[config.mk]
export PLATFORM = sky130hd
export DESIGN_NAME = timing_gen
export DESIGN_NICKNAME = d
export VERILOG_FILES = /design/src/design/vt_pkg.sv /design/src/design/timing_gen.sv
export SDC_FILE = /design/constraint.sdc
export NUM_CORES = 1
export LEC_CHECK = 0
export BUFFER_PORTS_ARGS = -buffer_cell sky130_fd_sc_hd__buf_2
export CAP_MARGIN = 20
export CORE_MARGIN = 8
export CORE_UTILIZATION = 44
export DETAILED_ROUTE_END_ITERATION = 16
export PLACE_DENSITY = 0.65
export SYNTH_ARGS = -nofsm -noshare
export SYNTH_HDL_FRONTEND = slang
export SYNTH_SLANG_ARGS = --single-unit
[constraint.sdc]
create_clock -name i_pclk -period 4.5 [get_ports i_pclk]
set_input_delay 0.225 -clock i_pclk [delete_from_list [all_inputs] [get_ports i_pclk]]
set_output_delay 0.225 -clock i_pclk [all_outputs]
set_load 0.02 [all_outputs]
[src/design/vt_pkg.sv]
`default_nettype none

package vt_pkg;

   //////////////////////////////////////////////////
   // Scan geometry

   // Pixel and line counters, and every timing field
   localparam int COORD_W = 11;

   //////////////////////////////////////////////////
   // Line buffer

   // DMA word and buffer word
   localparam int WORD_W = 32;
   // Words in one half of the buffer
   localparam int LB_DEPTH = 256;
   // Bank bit sits above the word index
   localparam int LB_ADDR_W = 9;

   //////////////////////////////////////////////////
   // Palette and output

   localparam int PAL_ENTRIES = 16;
   // Three 4-bit channels, red lowest
   localparam int PAL_W = 12;
   localparam int PAL_IDX_W = 4;
   localparam int CHAN_W = 8;

   //////////////////////////////////////////////////
   // Control and pipeline

   // Shortest time the scan is held while a new timing is taken
   localparam int RESYNC_HOLD = 3;
   localparam int HOLD_W = $clog2(RESYNC_HOLD);
   // Buffer read, index extract, palette register, output register
   localparam int OUT_LATENCY = 4;

   // Pixel depth, pixels per word is 32 >> value
   typedef enum logic [1:0] {
      BPP1 = 2'd0,
      BPP2 = 2'd1,
      BPP4 = 2'd2,
      BPP8 = 2'd3
   } bpp_t;

   // Low nibble indexes the palette
   // Upper bits only matter for 8bpp colour composition
   typedef logic [7:0] pix_index_t;

endpackage

`default_nettype wire
[src/design/timing_gen.sv]
`timescale 1ns/1ps
`default_nettype none

module timing_gen
   import vt_pkg::*;
(
   input  wire                i_pclk,
   input  wire                i_reset,
   input  wire                i_vid_enable,
   input  wire  [COORD_W-1:0] i_h_res,
   input  wire  [COORD_W-1:0] i_h_fp,
   input  wire  [COORD_W-1:0] i_h_sync,
   input  wire  [COORD_W-1:0] i_h_bp,
   input  wire  [COORD_W-1:0] i_v_res,
   input  wire  [COORD_W-1:0] i_v_fp,
   input  wire  [COORD_W-1:0] i_v_sync,
   input  wire  [COORD_W-1:0] i_v_bp,
   output logic               o_hsync,
   output logic               o_vsync,
   output logic               o_de,
   output logic [COORD_W-1:0] o_disp_x,
   output logic [COORD_W-1:0] o_disp_y
);

   //////////////////////////////////////////////////
   // Timing marks

   // Syncs sit at coordinate 0, display starts after sync and back porch
   // Sync off, display start and display end are first positions past each phase
   logic [COORD_W-1:0] h_sync_off, h_disp_start, h_disp_end, h_total;
   logic [COORD_W-1:0] v_sync_off, v_disp_start, v_disp_end, v_total;

   //////////////////////////////////////////////////
   // Counters

   logic [COORD_W-1:0] px;
   logic [COORD_W-1:0] py;
   logic [COORD_W-1:0] px_nxt;
   logic [COORD_W-1:0] py_nxt;
   logic               line_end;
   logic               h_vis_nxt;
   logic               v_vis_nxt;

   // Next position, flags are registered from it
   always_comb begin
      line_end = (px == h_total);
      px_nxt   = line_end ? '0 : px + COORD_W'(1);
      if (!line_end) begin
         py_nxt = py;
      end else if (py == v_total) begin
         py_nxt = '0;
      end else begin
         py_nxt = py + COORD_W'(1);
      end
      h_vis_nxt = (px_nxt >= h_disp_start) && (px_nxt < h_disp_end);
      v_vis_nxt = (py_nxt >= v_disp_start) && (py_nxt < v_disp_end);
   end

   always_ff @(posedge i_pclk) begin
      if (i_reset) begin
         h_sync_off   <= '0;
         h_disp_start <= '0;
         h_disp_end   <= '0;
         h_total      <= '0;
         v_sync_off   <= '0;
         v_disp_start <= '0;
         v_disp_end   <= '0;
         v_total      <= '0;
         px           <= '0;
         py           <= '0;
         o_hsync      <= 1'b0;
         o_vsync      <= 1'b0;
         o_de         <= 1'b0;
         o_disp_x     <= '0;
         o_disp_y     <= '0;
      end else if (!i_vid_enable) begin
         // Held, take the new timing
         h_sync_off   <= i_h_sync;
         h_disp_start <= i_h_sync + i_h_bp;
         h_disp_end   <= i_h_sync + i_h_bp + i_h_res;
         h_total      <= i_h_sync + i_h_bp + i_h_res + i_h_fp - COORD_W'(1);
         v_sync_off   <= i_v_sync;
         v_disp_start <= i_v_sync + i_v_bp;
         v_disp_end   <= i_v_sync + i_v_bp + i_v_res;
         v_total      <= i_v_sync + i_v_bp + i_v_res + i_v_fp - COORD_W'(1);
         // Park at pixel 0 of the first display line
         px           <= '0;
         py           <= i_v_sync + i_v_bp;
         o_hsync      <= 1'b1;
         o_vsync      <= 1'b0;
         o_de         <= 1'b0;
         o_disp_x     <= '0;
         o_disp_y     <= '0;
      end else begin
         px      <= px_nxt;
         py      <= py_nxt;
         o_hsync <= px_nxt < h_sync_off;
         o_vsync <= py_nxt < v_sync_off;
         o_de    <= h_vis_nxt && v_vis_nxt;
         // Logical x restarts at each display run
         if (h_vis_nxt && v_vis_nxt && o_de) begin
            o_disp_x <= o_disp_x + COORD_W'(1);
         end else begin
            o_disp_x <= '0;
         end
         // Logical line, only meaningful on display lines
         o_disp_y <= py_nxt - v_disp_start;
      end
   end

   // Display region never overlaps horizontal sync
   a_de_not_in_hsync: assert property (@(posedge i_pclk) disable iff (i_reset)
      !(o_de && o_hsync));

endmodule

`default_nettype wire

== After elaboration in Yosys (flattened, before gate mapping) ==
Cells that the tools add are included.
Widths: inputs -> output; s select.

* Word-level logic and storage cells: 48
* Latch bits: 0
* ROM bits: 0
* Flip-flop bits (word level): 135
* Memories: 0
* RAM bits: 0
* Input port bits: 91

* Add/sub/neg operators: 12
* Bitwise logic cells: 2
* Div/mod/pow operators: 0
* Magnitude comparators: 6
* Reductions and logical operators: 6
* Eq/ne operators: 2
* Multiply operators: 0
* Multiplexer cells: 5
* Shifts and indexed selects: 0

{| class="wikitable"
|+ Operator list
! kind !! number
|-
| $add 11x11->11 || 6
|-
| $lt 11x11->1 || 4
|-
| $mux 11 || 4
|-
| $add 11x1->11 const B || 3
|-
| $eq 11x11->1 || 2
|-
| $ge 11x11->1 || 2
|-
| $sub 11x1->11 const B || 2
|-
| $sub 11x11->11 || 1
|-
| $logic_and 1x1->1 || 4
|-
| $reduce_or 3->1 || 1
|-
| $not 1->1 || 2
|-
| $reduce_or 2->1 || 1
|-
| $mux 1 || 1
|}

== Depth between registers and ports, before layout ==
Gate-level depths: netlist (run 1).

* Depth in word-level cells: 9
* Mapped depth: 23
* Mapped depth without buffers: 23

== Least setup slack after synthesis (run 1) ==
OpenSTA, ideal clock, no wires.

* Path kind: in2reg
* Start point: input port i_v_sync[0]
* End point: register v_total[10]
* Data arrival time: 3.881 ns
* Slack: 0.502 ns
* Library setup time: 0.117 ns
* Stages: 21
* Path buffers: 0
* Path through: ha_1 > fa_1 > a21oi_2 > inv_1 > a21oi_1 > xnor2_1 > ha_1 > and3_1 > a21oi_1 > nand3b_1 > xnor2_1 > ha_1 > inv_1 > ha_1 > nor3_1 > nor2_1 > a31o_1 > a21oi_1 > xnor2_1 > xnor2_1 > a22o_1

* Cells in the longest elaborated chain, start to end: 4

{| class="wikitable"
|+ RTL lines
! what !! line !! source
|-
| start, declared || timing_gen.sv:16 || <nowiki>input wire [COORD_W-1:0] i_v_sync,</nowiki>
|-
| $add 11x11->11 (3 in a row) || timing_gen.sv:85 || <nowiki>v_total <= i_v_sync + i_v_bp + i_v_res + i_v_fp - COORD_W'(1);</nowiki>
|-
| $sub 11x1->11 || timing_gen.sv:85 ||
|-
| end signal, assigned || timing_gen.sv:85 ||
|-
| end, declared || timing_gen.sv:31 || <nowiki>logic [COORD_W-1:0] v_sync_off, v_disp_start, v_disp_end, v_total;</nowiki>
|}

Every way passes these cells.
A chain may end at the register's enable or synchronous reset.

== Final worst setup path (run 1) ==
* Start point: register px[1]
* End point: register o_disp_x[2]

* Cells in the longest elaborated chain, start to end: 8
* Elaborated cells between the ends (all ways): 14

{| class="wikitable"
|+ RTL lines
! what !! line !! source
|-
| start, declared || timing_gen.sv:36 || <nowiki>logic [COORD_W-1:0] px;</nowiki>
|-
| start signal, assigned || timing_gen.sv:95 || <nowiki>px <= px_nxt;</nowiki>
|-
| $add 11x1->11 / $eq 11x11->1 (equally long branches) || timing_gen.sv:47, timing_gen.sv:46 ||
|-
| $mux 11, on equally long branches || timing_gen.sv:47, timing_gen.sv:48 ||
|-
| $ge 11x11->1 (tied with other cells) || timing_gen.sv:55 || <nowiki>h_vis_nxt = (px_nxt >= h_disp_start) && (px_nxt < h_disp_end);</nowiki>
|-
| $logic_and 1x1->1, on equally long branches || timing_gen.sv:55, timing_gen.sv:56 ||
|-
| $logic_and 1x1->1 * (2 in a row) || timing_gen.sv:101 || <nowiki>if (h_vis_nxt && v_vis_nxt && o_de) begin</nowiki>
|-
| $not 1->1 (no source line) * || -- ||
|-
| $reduce_or 3->1 (no source line) * || -- ||
|-
| end signal, assigned || timing_gen.sv:102 || <nowiki>o_disp_x <= o_disp_x + COORD_W'(1);</nowiki>
|-
| end, declared || timing_gen.sv:21 || <nowiki>output logic [COORD_W-1:0] o_disp_x,</nowiki>
|}

Every way passes the cells marked *; elsewhere a longest branch is shown, timed or not.

==> results of run 1 <==
==> cell usage in the layout (no fill, tap or decap), drive strengths merged, types with 5 or more instances in the layout <==
cell,instances
a2111oi,6
a211oi,5
a21o,29
a21oi,69
a31oi,9
and3,12
buf,133
clkbuf,18
dfxtp,135
fa,7
ha,146
inv,154
mux2i,32
nand2,60
nand2b,11
nand3,27
nand4,18
nor2,138
nor2b,18
nor3,27
nor4,5
o211ai,6
o21ai,47
o21bai,6
o22ai,10
or2,5
xnor2,69
xor2,39
==> cell usage after synthesis (3+ instances only) <==
cell | number | share of area, %
sky130_fd_sc_hd__a2111oi_0 | 4 | 0.36
sky130_fd_sc_hd__a211oi_1 | 5 | 0.39
sky130_fd_sc_hd__a21o_1 | 29 | 2.3
sky130_fd_sc_hd__a21oi_1 | 68 | 3.5
sky130_fd_sc_hd__a22o_1 | 4 | 0.36
sky130_fd_sc_hd__a31oi_1 | 9 | 0.59
sky130_fd_sc_hd__and2_1 | 4 | 0.26
sky130_fd_sc_hd__and3_1 | 12 | 0.78
sky130_fd_sc_hd__buf_1 | 5 | 0.20
sky130_fd_sc_hd__clkbuf_1 | 21 | 0.82
sky130_fd_sc_hd__dfxtp_1 | 135 | 28
sky130_fd_sc_hd__fa_1 | 7 | 1.5
sky130_fd_sc_hd__ha_1 | 146 | 19
sky130_fd_sc_hd__inv_1 | 147 | 5.7
sky130_fd_sc_hd__mux2i_1 | 32 | 3.3
sky130_fd_sc_hd__nand2_1 | 60 | 2.3
sky130_fd_sc_hd__nand2b_1 | 11 | 0.72
sky130_fd_sc_hd__nand3_1 | 27 | 1.4
sky130_fd_sc_hd__nand4_1 | 18 | 1.2
sky130_fd_sc_hd__nor2_1 | 138 | 5.4
sky130_fd_sc_hd__nor2b_1 | 18 | 1.2
sky130_fd_sc_hd__nor3_1 | 27 | 1.4
sky130_fd_sc_hd__nor4_1 | 5 | 0.33
sky130_fd_sc_hd__o211ai_1 | 4 | 0.31
sky130_fd_sc_hd__o21a_1 | 4 | 0.31
sky130_fd_sc_hd__o21ai_0 | 27 | 1.4
sky130_fd_sc_hd__o21ai_1 | 20 | 1.0
sky130_fd_sc_hd__o21bai_1 | 6 | 0.47
sky130_fd_sc_hd__o22ai_1 | 10 | 0.65
sky130_fd_sc_hd__o31ai_1 | 4 | 0.31
sky130_fd_sc_hd__o41ai_1 | 4 | 0.36
sky130_fd_sc_hd__or2_1 | 4 | 0.26
sky130_fd_sc_hd__or3_1 | 3 | 0.20
sky130_fd_sc_hd__xnor2_1 | 68 | 6.2
sky130_fd_sc_hd__xor2_1 | 38 | 3.5
==> cell type report <==
cell class                      instances  area share (%)
Multi-Input combinational cell        852           55.96
Sequential cell                       135           24.18
Timing Repair Buffer                  133           6.560
Inverter                              148           4.970
Clock buffer                           18           3.929
Tap cell                              280           3.134
Clock inverter                         14           1.265
==> metal layers <==
layer	vias up	track usage [%]
met5	-	0
met2	187	28.85
met1	3763	26.20
met4	0	5.950
li1	4234	-
met3	33	3.208
==> critical path, stage by stage (launching register included) <==
cell and delay (ns):
sky130_fd_sc_hd__dfxtp_1 0.46, sky130_fd_sc_hd__xnor2_1 0.18, sky130_fd_sc_hd__nand4_1 0.17, sky130_fd_sc_hd__nor3_4 0.30, sky130_fd_sc_hd__nand4_1 0.26, sky130_fd_sc_hd__nor2_1 0.19, sky130_fd_sc_hd__xnor2_1 0.09, sky130_fd_sc_hd__nor2_1 0.22
sky130_fd_sc_hd__ha_1 0.30, sky130_fd_sc_hd__a21o_1 0.18, sky130_fd_sc_hd__a2111oi_2 0.41, sky130_fd_sc_hd__o221a_2 0.26, sky130_fd_sc_hd__o21ai_1 0.07, sky130_fd_sc_hd__a2111oi_2 0.39, sky130_fd_sc_hd__buf_4 0.18, sky130_fd_sc_hd__nand4_1 0.09
sky130_fd_sc_hd__buf_4 0.19, sky130_fd_sc_hd__nor2_1 0.11
==> where the power goes <==
group	leakage (nW)	internal, mW	switching (mW)
Combinational	3.91	1.16	1.45
Sequential	1.11	1.37	0.108
Clock	0.272	0.789	0.585
==> logic make-up (layout without fill, tap and decap cells) <==
group,count (synthesis),after routing,share of synthesized area (%)
XOR/XNOR,108,108,9.991
AND/OR/NAND/NOR,338,338,16.35
AO/OA/AOI/OAI,221,221,14.66
adder cells (fa/ha/maj),153,153,20.45
multiplexers,32,32,3.330
buffers and inverters,178,313,7.116
flip-flops,135,135,28.10
==> through the flow <==
stage | TNS, ns | cells | utilization (%) | power (mW) | setup WS (ns)
2_1_floorplan | 0 | 1165 | - | 3.451 | 0.5020
3_3_place_gp | 0 | 1547 | 48.80 | 4.035 | 0.1513
3_5_place_dp | -0.005137 | 1547 | 48.80 | 4.078 | -0.005137
4_1_cts | 0 | 1579 | 51.50 | 5.472 | 0.1319
5_1_grt | 0 | 1580 | 51.70 | 5.906 | 0.08891
6_report | 0 | 1580 | 51.70 | 5.453 | 0.3887
==> worst min path at each step <==
stage,from,endpoint,slack [ns],depth (start not counted)
final,i_h_sync[0],h_sync_off[0],0.05,3
after global placement,o_disp_x[0],o_disp_x[0],0.45,1
after detailed placement,v_disp_end[10],v_disp_end[10],0.45,2
after global routing,i_v_sync[6],v_sync_off[6],0.06,3
after floorplan,i_h_sync[0],h_sync_off[0],0.37,2
after CTS,i_h_sync[0],h_sync_off[0],0.03,3
==> timing repair <==
action | CTS | global route
resized for setup | 1 | 4
setup endpoints to repair | 10 | 11
setup buffers | 0 | 0
hold buffers | 0 | 0
==> impl_metrics.py, run 1 <==
metrics = {
    "grt": {
        "maximum_number_of_pins_on_one_net_before_global_route_repair": 88,
        "grt.total_usage_pct": 18.76,
        "grt_pass1_vias": 7905,
        "antenna_violations_before_repair": 0,
        "globalRoute.totalOverflow": 0,
        "grt_pass1_wl_um": 40290,
    },
    "detailed_routing": {
        "post-route-drc-count": 0,
        "met3_length_um": 1314,
        "met2_length_um": 10810,
        "detailedRoute.firstIterationViolations": 562,
        "wl_per_cell_um": 15.82,
        "totalWireLength_um": 25000,
        "dr.max_layer_used": "met4",
        "vias_per_cell": 5.201,
        "ant_nets": 0,
        "detail_route.wirelength.met1_um": 12410,
        "dr_total_vias": 8217,
        "drtPass1Iterations": 5,
    },
    "cts": {
        "tritoncts_clock_tree": "yes",
        "cts.root.buffer_cell": "sky130_fd_sc_hd__clkbuf_16",
        "insertion_delay_ns": 0.43,
        "numCtsBuffers": 17,
        "cts_sinks": 135,
        "htree_levels": 4,
        "number_of_buffers_on_the_longest_clock_path": 2,
        "clk_pin_slew_ns": 0.06,
    },
    "placement": {
        "dpl.hpwl_um": 19630,
        "portBuffers": 115,
        "placed_area_sq_mm": 0.01055,
        "routabilityCongestion": 0.8815,
    },
    "synthesis": {
        "synth_seq_cells": 135,
        "synth_sequential_area_ratio_pct": 28.10,
        "synthDistinctLibCells": 66,
        "synthFlopType": "sky130_fd_sc_hd__dfxtp_1",
        "postSynthAreaPerCell_sq_um": 8.256,
        "synth_edf_count": 0,
        "synth.net_count": 1409,
        "synthesis.yosys.warnings": 0,
        "postSynth.asyncResetShare_pct": 0,
        "synthesis.instances": 1165,
        "netlist_area_sq_mm": 0.009618,
    },
    "cells_and_area": {
        "num-fill-cells": 2125,
        "ff_latch_area_sq_mm": 0.002703,
        "layout-area-overhead-vs-synth_pct": 16.21,
        "drive_above_1_share_pct": 13.85,
        "num_antenna_cells": 0,
        "cell_area_after_layout_sq_mm": 0.01118,
        "final_net_count": 1531,
        "area_occupied_by_multi_input_gates_sq_mm": 0.006255,
    },
    "hold_path": {
        "hold_path.class": "input pin to flip-flop",
    },
    "timing": {
        "drv_slew": 0,
        "worstMarginPinSlew_ns": 0.8020,
        "max_freq_ghz": 0.2432,
        "final-setup-viol-count": 0,
        "timing.hold.ws_ns": 0.05389,
        "shortest_clock_period_the_worst_path_allows_after_layout_ns": 4.111,
        "fin_crit_sh_pct": 91.36,
        "finalClockSkew_ns": 0.01051,
        "rsz0062_at_grt": "no",
        "max-slew-margin-rel_pct": 46.54,
        "hold_viol": 0,
    },
    "worst_setup_path": {
        "worstReg2RegStart": "px[1]",
        "worstPathRequired_ns": 4.86,
        "cp_max_fo": 10,
        "rr_worst_depth": 17,
        "crit_path_end_kind": "flip-flop",
        "crit_start": "px[1]",
        "r2r_end": "o_disp_x[2]",
        "arrival_ns": 4.47,
        "rrSetupSlack_ns": 0.39,
        "endpoint": "o_disp_x[2]",
        "critical_path_start_type": "flip-flop",
        "timing.setup.critical_path_class": "flip-flop to flip-flop",
    },
    "run_status": {
        "outcome": "finished clean",
    },
    "run": {
        "cap_violations": 0,
    },
    "floorplan": {
        "initial_util_pct": 44.48,
        "row_count": 54,
        "die-width_um": 163.9,
        "die_h_um": 163.9,
        "design.core.area_sq_mm": 0.02162,
        "die_area_sq_mm": 0.02685,
        "boundary_pins": 116,
    },
    "power": {
        "peak_vdd_ir_mv": 0.2507,
        "power_density_mw_per_mm2": 487.9,
        "total_leakage_power_nw": 5.294,
    },
}
Note: power is estimated with default switching activity, not from simulation.
==> run 2: changes to the inputs <==
--- a/config.mk
+++ b/config.mk
@@ -7,10 +7,12 @@
 export LEC_CHECK = 0
 export BUFFER_PORTS_ARGS = -buffer_cell sky130_fd_sc_hd__buf_2
 export CAP_MARGIN = 20
+export CELL_PAD_IN_SITES_DETAIL_PLACEMENT = 0
+export CELL_PAD_IN_SITES_GLOBAL_PLACEMENT = 1
 export CORE_MARGIN = 8
 export CORE_UTILIZATION = 44
 export DETAILED_ROUTE_END_ITERATION = 16
-export PLACE_DENSITY = 0.65
+export PLACE_DENSITY = 0.82
 export SYNTH_ARGS = -nofsm -noshare
 export SYNTH_HDL_FRONTEND = slang
 export SYNTH_SLANG_ARGS = --single-unit
==> run 2 against run 1 <==
  * Power increased by 2.9%
  * Clock power increased by 9%
  * Wire length increased by 1.7%
  * Critical path type is now input pin to flip-flop
==> impl_metrics.py, run 2 (same netlist as run 1, synthesis figures left out) <==
metrics = {
    "placement": {
        "routabilityCongestion": 0.8691,
        "place_inst": 1547,
        "dpl_worst_slack_ns": -0.02106,
        "portBuffers": 115,
        "dpl.hpwl_um": 20470,
    },
    "floorplan": {
        "row_count": 54,
        "initial_util_pct": 44.48,
        "design.core.area_sq_mm": 0.02162,
        "boundary_pins": 116,
        "die_h_um": 163.9,
        "die-width_um": 163.9,
        "die_area_sq_mm": 0.02685,
    },
    "power": {
        "seq_power_share_pct": 26.3,
        "power_density_mw_per_mm2": 500.8,
        "total_leakage_power_nw": 5.320,
        "power.internal_mw": 3.501,
        "clock_share_of_power_pct": 26.5,
        "peak_vdd_ir_mv": 0.3095,
        "comb_power_share_pct": 47.2,
        "switching_share_pct": 37.63,
        "p_switching_mw": 2.112,
    },
    "detailed_routing": {
        "wl_per_cell_um": 16.08,
        "dr_total_vias": 8201,
        "drtPass1Iterations": 5,
        "vias_per_cell": 5.187,
        "post-route-drc-count": 0,
        "detailedRoute.firstIterationViolations": 537,
        "totalWireLength_um": 25430,
        "ant_nets": 0,
    },
    "timing": {
        "drv_slew": 0,
        "worstMarginPinSlew_ns": 0.6736,
        "fin_crit_sh_pct": 91.29,
        "max-slew-margin-rel_pct": 55.09,
        "hold_viol": 0,
        "shortest_clock_period_the_worst_path_allows_after_layout_ns": 4.108,
        "finalClockSkew_ns": 0.01268,
        "final-setup-viol-count": 0,
        "finalSetupTns_ns": 0,
        "max_freq_ghz": 0.2434,
        "layout_setup_ws_ns": 0.3918,
        "rsz0062_at_grt": "no",
    },
    "cts": {
        "cts_sinks": 135,
        "cts.root.buffer_cell": "sky130_fd_sc_hd__clkbuf_16",
        "number_of_buffers_on_the_longest_clock_path": 2,
        "htree_levels": 4,
        "insertion_delay_ns": 0.42,
        "tritoncts_clock_tree": "yes",
        "clk_pin_slew_ns": 0.06,
        "numCtsBuffers": 17,
    },
    "worst_setup_path": {
        "arrival_ns": 4.43,
        "cp_max_fo": 3,
        "rr_worst_depth": 17,
        "worstPathRequired_ns": 4.82,
        "critical_path_start_type": "input pin",
        "crit_path_end_kind": "flip-flop",
        "timing.setup.critical_path_class": "input pin to flip-flop",
    },
    "cells_and_area": {
        "finish.cell_count_without_fillers": 1581,
        "layout_common_cells": "147 x sky130_fd_sc_hd__inv_1, 146 x sky130_fd_sc_hd__ha_1, 138 x sky130_fd_sc_hd__nor2_1, 135 x sky130_fd_sc_hd__dfxtp_1, 114 x sky130_fd_sc_hd__buf_2",
        "final_net_count": 1532,
        "drive_above_1_share_pct": 13.60,
        "layout-area-overhead-vs-synth_pct": 16.53,
        "layout.cells.most_common": "sky130_fd_sc_hd__inv_1",
        "num_antenna_cells": 0,
    },
    "run": {
        "cap_violations": 0,
    },
    "grt": {
        "maximum_number_of_pins_on_one_net_before_global_route_repair": 55,
        "grt_pass1_wl_um": 40790,
        "globalRoute.totalOverflow": 0,
        "grt.total_usage_pct": 19.18,
        "grt_pass1_vias": 7881,
        "antenna_violations_before_repair": 0,
    },
    "hold_path": {
        "hold_path.class": "input pin to flip-flop",
        "hold-path-cell-count": 3,
    },
    "run_status": {
        "outcome": "finished clean",
    },
}
## run 2: repair_timing
item	CTS	global route
hold endpoints to repair	0	0
gates resized for setup	0	2
buffers inserted	0	2
setup endpoints to repair	0	12
hold buffers	0	0
## run 2: power by group through the flow
stage	clock network, mW	registers (mW)	logic [mW]
6_report	1.49	1.48	2.65
2_1_floorplan	0	1.49	1.96
4_1_cts	1.51	1.47	2.64
5_1_grt	1.56	1.49	2.98
3_3_place_gp	0	1.49	2.59
3_5_place_dp	0	1.50	2.62
## run 2: critical path, stage by stage
cell,delay [ns]
sky130_fd_sc_hd__buf_2,0.11
sky130_fd_sc_hd__ha_1,0.29
sky130_fd_sc_hd__a21o_1,0.18
sky130_fd_sc_hd__a21oi_1,0.22
sky130_fd_sc_hd__o21bai_1,0.09
sky130_fd_sc_hd__a21oi_1,0.31
sky130_fd_sc_hd__xnor2_1,0.24
sky130_fd_sc_hd__ha_1,0.31
sky130_fd_sc_hd__o211a_1,0.13
sky130_fd_sc_hd__o31ai_1,0.09
sky130_fd_sc_hd__nor2b_1,0.20
sky130_fd_sc_hd__xor2_1,0.30
sky130_fd_sc_hd__ha_1,0.29
sky130_fd_sc_hd__inv_1,0.06
sky130_fd_sc_hd__ha_1,0.26
sky130_fd_sc_hd__nor3_1,0.21
sky130_fd_sc_hd__nor2_1,0.08
sky130_fd_sc_hd__a31o_1,0.22
sky130_fd_sc_hd__a21oi_1,0.17
sky130_fd_sc_hd__xnor2_1,0.18
sky130_fd_sc_hd__xnor2_1,0.09
sky130_fd_sc_hd__a22o_1,0.19
## run 2: layout make-up
type,count,area (sq um)
fill,2122,10410
multi-input combinational,852,6247
sequential,135,2703
timing repair buffer,134,720.7
inverter,148,555.5
clock buffer,21,460.4
tap,280,350.3
clock inverter,11,171.4
## run 2: stage by stage
| step | area [sq um] | utilization (%) | hold WS (ns) | power (mW) |
|---|---|---|---|---|
| finish | 11210 | 51.84 | 0.05533 | 5.613 |
| global route | 11210 | 51.84 | 0.06710 | 6.035 |
| CTS | 11180 | 51.72 | 0.04607 | 5.623 |
| detailed placement | 10550 | 48.80 | 0.4609 | 4.116 |
| global placement | 10550 | 48.80 | 0.4523 | 4.086 |
| floorplan | 9618 | - | 0.3689 | 3.451 |
## run 2: path summary, 6_finish.rpt
path                             startpoint            end  slack, ns
worst max register to register        px[1]   o_disp_x[10]       0.54
worst max-delay path            i_h_sync[1]    h_total[10]       0.39
worst min register to register  o_disp_x[0]    o_disp_x[0]       0.47
worst min-delay path            i_v_sync[0]  v_sync_off[0]       0.06
## run 2: metal layers
metal	up-vias	wire length, um	global-route usage [%]
met1	3757	12520	26.96
met4	0	336	5.620
met2	181	11190	29.43
met5	-	0	0
met3	24	1384	3.383
li1	4239	-	-
